**src/fir_dsp_pkg.sv**
```systemverilog
`default_nettype none

package fir_dsp_pkg;

    // Sample and coefficient widths.
    localparam int DATA_W  = 16;
    localparam int COEFF_W = 16;

    // Full-precision product of one tap.
    localparam int PROD_W  = DATA_W + COEFF_W;

    // Six guard bits cover the sum of up to 64 products.
    localparam int ACC_W   = PROD_W + 6;

    // Largest value the output can carry.
    localparam logic [DATA_W-1:0] SAMPLE_MAX = '1;

    typedef logic [DATA_W-1:0]  sample_t;   // Unsigned input and output sample.
    typedef logic [COEFF_W-1:0] coeff_t;    // Unsigned tap coefficient.
    typedef logic [PROD_W-1:0]  product_t;  // Sample times coefficient.
    typedef logic [ACC_W-1:0]   acc_t;      // Accumulated tap sum.

endpackage

`default_nettype wire

```
**src/fir_delay_line.sv**
```systemverilog
`timescale 1ns/100ps
`default_nettype none

module fir_delay_line #(
    parameter int NUM_TAPS = 32
) (
    input  logic                 clk,
    input  logic                 rst_n,
    input  logic                 sample_valid,
    input  fir_dsp_pkg::sample_t sample_in,
    output fir_dsp_pkg::sample_t taps [NUM_TAPS],
    output logic                 tap_valid
);

    import fir_dsp_pkg::*;

    always_ff @(posedge clk) begin
        if (!rst_n) begin
            for (int i = 0; i < NUM_TAPS; i++) begin
                taps[i] <= '0;
            end
            tap_valid <= 1'b0;
        end else begin
            tap_valid <= sample_valid;  // Taps are fresh one cycle after the strobe.
            if (sample_valid) begin
                taps[0] <= sample_in;   // Tap 0 holds the newest sample.
                for (int i = 1; i < NUM_TAPS; i++) begin
                    taps[i] <= taps[i-1];
                end
            end
        end
    end

    // Without a strobe every tap must hold its sample.
    for (genvar i = 0; i < NUM_TAPS; i++) begin : g_hold
        a_hold_tap: assert property (
            @(posedge clk) disable iff (!rst_n)
            !sample_valid |=> $stable(taps[i])
        );
    end

endmodule

`default_nettype wire

```
**config.mk**
```make
export PLATFORM = sky130hd
export DESIGN_NAME = fir_delay_line
export DESIGN_NICKNAME = d
export VERILOG_FILES = /design/src/fir_dsp_pkg.sv /design/src/fir_delay_line.sv
export SDC_FILE = /design/constraint.sdc
export NUM_CORES = 1
export LEC_CHECK = 0
export BUFFER_PORTS_ARGS = -buffer_cell sky130_fd_sc_hd__clkbuf_2
export CAP_MARGIN = 20
export CORE_AREA = 2 2 208 210
export CTS_CLUSTER_DIAMETER = 50
export DETAILED_ROUTE_END_ITERATION = 16
export DIE_AREA = 0 0 210 212
export GPL_TIMING_DRIVEN = 0
export HOLD_SLACK_MARGIN = 0.03
export PLACE_DENSITY = 0.72
export SYNTH_ARGS = -nofsm -noshare
export SYNTH_HDL_FRONTEND = slang
export SYNTH_SLANG_ARGS = --single-unit
```
**constraint.sdc**
```tcl
create_clock -name clk -period 1 [get_ports clk]
set_input_delay 0.1 -clock clk [delete_from_list [all_inputs] [get_ports clk]]
set_output_delay 0.1 -clock clk [all_outputs]
set_load 0.005 [all_outputs]
```
==> impl.org <==
** Global routing
- In the global route stage, overall resource usage came out at 0.2746.
- The first global-routing pass estimated 95.00 mm of wire.
- The number of antenna violations at the first check in global routing came to 1.
- GRT overflow :: 0
- The via count of the first global-routing pass was 16,580.
- Entering global routing, the biggest net connects 14 pins.

** Die
- In this run the count of I/O pins placed on the die edge is 532.
- Area of the die :: 44,520 um^2
- X dimension of the die :: 210 um
- Initial Util :: 0.4627
- Measured along the y axis, the die boundary spans 212 um.
- The core region is 42,510 um^2.
- Number of core rows :: 76

** Placement
- The congestion estimate from routability-driven global placement came to 0.8401.
- Worst setup slack before clock tree synthesis :: -0.5278 ns
- Summed over all nets, the half-perimeter wirelength after detailed placement is 41.09 mm.
- Input and output buffers added on the ports amount to 529.

** Route
- Dividing the detail-routed wire length by the instance count gives 20.39 um.
- Count of unresolved DRC violations after routing :: 0
- Starting DRT DRC Count :: 763
- Routed via count divided by cell count :: 4.885
- Detailed-route via count :: 16,450
- Once detail routing completed, the nets flagged for antenna violations numbered 0.
- Before antenna repair, the detailed router went through 5 iterations.
- Final WL :: 68.68 mm

** CTS
- Clock-pin slew was measured on the worst setup and hold paths at 0.06 ns.
- TritonCTS built the clock tree.
- Maximum buffer depth of the clock tree :: 3
- Clock buffers created by TritonCTS :: 55
- Counting every sink on the clock net gives 513.
- Number of H-tree levels :: 2
- Clock Root Buffer :: clkbuf_16
- Source-to-sink clock delay at the later pin of the worst-skew pair :: 0.60 ns

** Yosys
- Yosys mapped the design onto 10 distinct sky130hd cell types.
- Synth warnings :: 0
- Number of synthesized register bits :: 513
- Mapped Nets :: 1,671
- Share of synthesized area occupied by flip-flops and latches :: 0.5222
- The cell area that synthesis handed to floorplanning was 19,670 um^2.
- Synthesis handed over a netlist of 1,652 instances.
- Syn avg cell area :: 11.91 um^2

** STA
- In the final timing run, aggregate negative setup slack is -70.07 ns.
- Setup violations remaining at the end of the flow were counted as 515.
- RSZ-0062 raised after global routing :: yes
- Remaining max-slew budget at the tightest pin :: 0.6784
- Max Clk Rate :: 840.0 MHz
- Final count of pins violating max slew :: 0
- Subtracting the final worst setup slack from the clock period gives 1.191 ns.
- Measured slew at the worst slew-check pin :: 0.4824 ns
- The clock arrives with 0.01673 ns of skew.
- Final hold analysis gives a worst-case slack of 0.1114 ns.
- The final hold violation count came to 0.
- Minimum setup slack in the final design :: -0.1905 ns
- Dividing the final minimum period by the clock period gives 1.191.

** Worst setup path
- The worst setup path is launched from a flip-flop.
- In this design, the stage delay of the slowest critical-path cell is 0.37 ns.
- The worst setup path is captured at a primary output.
- At the worst endpoint, the required time is 0.90 ns.
- In this run the worst path has a maximum fanout of 2.
- Cell-by-cell listing of the critical path :: buf_6
- Counting both buffers and inverters, the worst setup path holds a total of 1.
- Worst Path Arrival :: 1.09 ns
- Cell with the biggest individual delay on the critical path :: dfxtp_4
- The worst setup path is of the reg -> out kind.
- CP delay by family, top :: flip-flops

** Layout
- Summing all multi-input logic gate instances after layout gives 8334 um^2.
- Across the whole layout, storage elements account for 11,010 um^2.
- Leading cell type in the layout, fill and taps excluded :: buf_4
- Number of nets in the final layout :: 2,798
- Number of fill cells in the layout :: 2,524
- The library cells used most frequently in the layout, excluding fill and tap cells, are buf_4, mux2i_1, nor2b_1.
- In the final layout, the share of cells above drive strength 1 is 0.6074.
- The area growth from synthesis to layout is 61.27%.
- 0 antenna diodes ended up in the layout.

** Power
- The analysis attributes to cell leakage a power of 15.06 nW.
- IR analysis of the VDD net gives a maximum drop of 1.526 mV.
- Power spread over the standard cell area amounts to 1356 nW/um^2.
- Overall power after layout :: 43.00 mW

** Status
- The checks that failed: setup timing.
- Outcome :: finished, violations left

** Hold path
- The path class of the tightest hold or removal check is in -> reg.

** Flow run
- Max-cap violations in this run came to 0.
layout make-up:
cell class,instances,share of cell area
sequential,513,0.3471
clock buffer,87,0.05325
timing repair buffer,1070,0.2790
multi-input combinational,1025,0.2628
buffer,114,0.03353
tap,546,0.02154
clock inverter,13,0.002880
what timing repair did:
item,in CTS,in global routing
hold buffers,16,0
endpoints found under the hold margin,16,0
pin swaps,0,0
resized for setup,590,533
endpoints found under the setup margin,513,513
setup buffers,480,45
routing by layer:
| layer | global-route usage | routed length (um) | vias to the layer above |
|---|---|---|---|
| li1 | - | - | 7742 |
| met1 | 0.3079 | 25850 | 7926 |
| met2 | 0.4864 | 34000 | 581 |
| met3 | 0.08080 | 5196 | 203 |
| met4 | 0.1167 | 3634 | 0 |
| met5 | 0 | 0 | - |
final timing paths:
path	endpoint	startpoint	slack, ns	cells past startpoint
min reg2reg	taps[0]	taps[0]	0.51	2
min	taps[15]	sample_valid	0.11	4
max	taps[425]	taps[425]	-0.19	1
max reg2reg	taps[217]	taps[233]	-0.02	5
state kept, by name (all words and copies together) (netlist names):
register / count
taps: 512
tap_valid: 1
cells by family after synthesis:
kind of cell           count (synthesis)  share of synthesized area
AND/OR/NAND/NOR                      513                     0.1632
buffers and inverters                114                    0.05407
flip-flops                           513                     0.5222
multiplexers                         512                     0.2606
cells in the mapped netlist:
library cell | count | area (um^2)
dfxtp_1 | 513 | 10270
and2_1 | 1 | 6.260
buf_2 | 6 | 30.03
buf_12 | 4 | 80.08
mux2i_1 | 512 | 5125
nor2b_1 | 512 | 3203
buf_8 | 48 | 720.7
buf_4 | 4 | 30.03
clkbuf_1 | 51 | 191.4
buf_6 | 1 | 11.26
where the power goes:
group	leakage (nW)	total, mW	switching (mW)	internal (mW)
clock	0.881	20.1	8.52	11.6
sequential	4.41	20.5	0.0651	20.4
combinational	9.77	2.41	1.11	1.30
total	15.1	43.0	9.70	33.3
metrics by stage:
step                      area, um^2  utilization  cells
after floorplan                19670            -   1652
after global placement         23000       0.5411   2727
after detailed placement       23000       0.5411   2727
after CTS                      29590       0.6962   3323
after global routing           31720       0.7462   3368
final                          31720       0.7462   3368
Power figures use the tool's default switching activity.
