--- src/fir_dsp_pkg.sv ---
`default_nettype none

package fir_dsp_pkg;

    // Sample and coefficient widths.
    localparam int DATA_W  = 16;
    localparam int COEFF_W = 16;

    // Full-precision product of one tap.
    localparam int PROD_W  = DATA_W + COEFF_W;

    // Six guard bits cover the sum of up to 64 products.
    localparam int ACC_W   = PROD_W + 6;

    // Largest value the output can carry.
    localparam logic [DATA_W-1:0] SAMPLE_MAX = '1;

    typedef logic [DATA_W-1:0]  sample_t;   // Unsigned input and output sample.
    typedef logic [COEFF_W-1:0] coeff_t;    // Unsigned tap coefficient.
    typedef logic [PROD_W-1:0]  product_t;  // Sample times coefficient.
    typedef logic [ACC_W-1:0]   acc_t;      // Accumulated tap sum.

endpackage

`default_nettype wire

--- src/fir_cfg_pkg.sv ---
`default_nettype none

package fir_cfg_pkg;

    // Six address bits reach up to 64 taps.
    localparam int CADDR_W = 6;

    // Host command on the configuration port.
    typedef enum logic [1:0] {
        CFG_NOP   = 2'd0,  // Idle cycle.
        CFG_WRITE = 2'd1,  // Store cfg_data at cfg_addr.
        CFG_CLEAR = 2'd2   // Zero every coefficient.
    } cfg_cmd_e;

endpackage

`default_nettype wire

--- src/fir_coeff_bank.sv ---
`timescale 1ns/100ps
`default_nettype none

module fir_coeff_bank #(
    parameter int NUM_TAPS = 32
) (
    input  logic                            clk,
    input  logic                            rst_n,
    input  fir_cfg_pkg::cfg_cmd_e           cfg_cmd,
    input  logic [fir_cfg_pkg::CADDR_W-1:0] cfg_addr,
    input  fir_dsp_pkg::coeff_t             cfg_data,
    output fir_dsp_pkg::coeff_t             coeffs [NUM_TAPS]
);

    import fir_dsp_pkg::*;
    import fir_cfg_pkg::*;

    // One register per tap. Addresses at or above NUM_TAPS match no entry.
    always_ff @(posedge clk) begin
        if (!rst_n) begin
            for (int i = 0; i < NUM_TAPS; i++) begin
                coeffs[i] <= '0;
            end
        end else begin
            case (cfg_cmd)
                CFG_CLEAR: begin
                    for (int i = 0; i < NUM_TAPS; i++) begin
                        coeffs[i] <= '0;
                    end
                end
                CFG_WRITE: begin
                    for (int i = 0; i < NUM_TAPS; i++) begin
                        if (cfg_addr == CADDR_W'(i)) begin
                            coeffs[i] <= cfg_data;
                        end
                    end
                end
                default: begin
                end
            endcase
        end
    end

    // The host must only issue defined commands.
    a_cmd_legal: assert property (
        @(posedge clk) disable iff (!rst_n)
        cfg_cmd inside {CFG_NOP, CFG_WRITE, CFG_CLEAR}
    );

endmodule

`default_nettype wire

--- config.mk ---
export PLATFORM = sky130hd
export DESIGN_NAME = fir_coeff_bank
export DESIGN_NICKNAME = d
export VERILOG_FILES = /design/src/fir_dsp_pkg.sv /design/src/fir_cfg_pkg.sv /design/src/fir_coeff_bank.sv
export SDC_FILE = /design/constraint.sdc
export NUM_CORES = 1
export LEC_CHECK = 0
export BUFFER_PORTS_ARGS = -buffer_cell sky130_fd_sc_hd__clkbuf_2
export CELL_PAD_IN_SITES_DETAIL_PLACEMENT = 1
export CELL_PAD_IN_SITES_GLOBAL_PLACEMENT = 2
export CORE_UTILIZATION = 32
export DETAILED_ROUTE_END_ITERATION = 7
export GPL_TIMING_DRIVEN = 0
export MAX_ROUTING_LAYER = met4
export PLACE_DENSITY_LB_ADDON = 0.1
export SETUP_SLACK_MARGIN = 0.5
export SYNTH_ARGS = -nofsm -noshare
export SYNTH_HDL_FRONTEND = slang
export SYNTH_SLANG_ARGS = --single-unit
--- constraint.sdc ---
create_clock -name clk -period 2.7 [get_ports clk]
set_clock_uncertainty 0.15 [all_clocks]
set_input_delay 0.27 -clock clk [delete_from_list [all_inputs] [get_ports clk]]
set_output_delay 0.27 -clock clk [all_outputs]
set_load 0.02 [all_outputs]
==> run metrics <==
Max VDD drop=0.000553 V; Hold Fails Final Rpt=0; peak fanout along the critical path=10; cells along the critical path=clkbuf_2 > buf_2 > clkbuf_1 > nand4b_1 > clkbuf_1 > nor3_1 > a31o_1; worst hold path class=in -> reg; RSZ-0062 raised after global routing=false; leakage power=between 10 and 15 nW; Post-DP HPWL=between 70000 and 80000 µm; Max Cap Viol=0; vias in the first global route=between 15000 and 20000; DIE WIDTH=248 µm; TritonCTS Sinks=around 510; slew margin rel.=roughly a fifth; fillers=approximately 6900; largest register by flop count=coeffs; CTS tree=built; synthesized cell area=19400 µm²; layout cells sized above 1=37.9%; post-synthesis sequential area ratio=52.9%; Tcrit/Tclk final=~80%; I/O Pins=538; Antenna Violating Nets Remaining=0; die height=approximately 250 µm; max FFs per register=between 500 and 600; worst path arrival time=between 2 and 3 ns; first-pass GRT wire length=about 140000 µm; Largest regs=coeffs: 512 flops; initial antenna violation count=2; worst-margin pin slew=about 1.2 ns; Remaining DRCs=0; initial detailed-routing violation count=between 1000 and 1500; Layout Nets=2552; # setup viols final=0; CP Class=in -> reg; Num CTS Buffers=between 50 and 60; syn_area_per_cell=approximately 10 µm²; Synth area leaders=dfxtp_1, nor3_1, a31o_2; Yosys cell types=30; status=finished clean; Worst Setup End Kind=flip-flop; Core Area=between 50000 and 60000 µm²; final RePlAce weighted congestion=roughly 0.85; clock-pin slew on the worst setup and hold paths=0.06 ns; register bit count reported by yosys=between 500 and 600; FP Rows=89; Initial Util=between 30% and 40%; minimum clock period=2.18 ns; Tot GR Track Use=approximately a third; Final Max Slew Viols=0; Synth top area share=between 50 and 60%; total die area=approximately 62000 µm²; Final Core Density=42.3%; pwr/cell area=647 nW/µm²; root buf cell=clkbuf_16; total power=16.3 mW; cell taking the most area after synthesis=dfxtp_1; max incr delay on CP=roughly 0.9 ns; Synthesized Nets=about 1900; grt ovf=0; Post-CTS Setup Repair Bufs=0; DRT Wirelength=around 97000 µm; Critical-path top delay cell=clkbuf_1; synth warn=0; Gate Count Post-Synth=approximately 1900; clk buf depth=3; Clk Latency, worst-skew pair=just over 0.6 ns; largest net degree at the start of global routing=14; most frequent cell on the critical path=clkbuf_1; synth-to-layout area growth=29.6%; DR vias=about 19000; H-tree depth=2; via/cell ratio=around 5.6; port bufs=536; Fmax=around 460 MHz; final setup TNS=0 ns; Worst Path Required=roughly 3 ns; WL per Instance=29.0 µm; Pre-antenna DRT Iters=5; kind of start point of the critical path=input port
-- worst paths after layout --
path	start	end	slack, ns	depth (start not counted)
setup / recovery	cfg_cmd[1]	coeffs[153]	0.52	7
hold / removal	rst_n	coeffs[45]	0.15	4
setup reg to reg	coeffs[161]	coeffs[161]	1.83	2
hold reg to reg	coeffs[452]	coeffs[452]	0.33	1
-- placed cells by master (no fill, tap or decap), types with 19 or more instances in the layout --
master and n:
a31o_1 235, a31o_2 243, buf_1 24, buf_2 48, clkbuf_1 190, clkbuf_16 57, clkbuf_2 570, dfxtp_1 512
mux2i_1 34, nand4b_1 19, nor3_1 431, nor3b_1 31, o211ai_1 34, or2_1 20
-- synth_stat cells, drive strengths merged --
cell / n
a31o: 478
and4bb: 1
buf: 83
clkbuf: 210
dfxtp: 512
inv: 2
mux2i: 34
nand2: 16
nand2b: 1
nand3: 2
nand3b: 2
nand4b: 19
nand4bb: 5
nor3: 432
nor3b: 31
nor4: 16
o211ai: 34
o21a: 1
or2: 28
or3: 1
or3b: 1
or4: 1
or4b: 5
-- critical path: cells and delay by family --
family,cells,cell delay [ns]
and+or+nand+nor,2,0.46
buffers and inverters,4,1.53
AOI/OAI and AO/OA,1,0.24
-- repair_timing --
action | 4_1_cts | 5_1_grt
endpoints found under the hold margin | 17 | 0
setup endpoints to repair | 167 | 125
hold buffers | 16 | 0
gates resized for setup | 16 | 53
pin swaps | 0 | 0
-- stage by stage --
step / hold WS (ns) / std cells / worst slack [ns] / cell area (µm²)
2_1_floorplan: 0.283 / 1915 / 0.727 / 19400
3_3_place_gp: 0.307 / 3224 / -0.358 / 23000
3_5_place_dp: 0.313 / 3224 / -0.410 / 23000
4_1_cts: 0.116 / 3340 / 0.515 / 25100
5_1_grt: 0.163 / 3341 / 0.503 / 25100
6_report: 0.151 / 3341 / 0.524 / 25100
-- power by group --
| group | total [mW] | internal [mW] | switching (mW) |
|---|---|---|---|
| Sequential | 7.56 | 7.56 | 0.00284 |
| Combinational | 0.752 | 0.129 | 0.623 |
| Clock | 7.94 | 4.67 | 3.27 |
| Total | 16.3 | 12.4 | 3.89 |
-- cells by family (layout without fill, tap and decap cells) --
group	after synthesis	count (layout)	synth area share [%]
flip-flops	512	512	52.9
AND/OR/NAND/NOR	561	561	15.9
other	0	1	0
AO/OA/AOI/OAI	513	513	23.0
multiplexers	34	34	1.76
buffers and inverters	295	947	6.39
-- layer usage --
layer / part of all wire (%) / vias to the layer above / global-route usage, %
met2: 49 / 652 / 52.9
met1: 40 / 9541 / 36.9
met3: 7.2 / 168 / 7.53
met5: 0 / - / -
met4: 3.2 / 0 / 10.8
li1: - / 8468 / -
-- area by class of cell --
cell class | instances | area, µm² | share of cell area (%)
buffer | 293 | 1270 | 5.07
inverter | 2 | 7.51 | 0.0299
clock buffer | 86 | 1700 | 6.75
antenna | 1 | 2.50 | 0.00997
sequential | 512 | 10200 | 40.8
timing repair buffer | 552 | 2840 | 11.3
multi-input combinational | 1108 | 7880 | 31.4
tap | 773 | 967 | 3.85
clock inverter | 14 | 180 | 0.718
(Power assumes the default switching activity.)
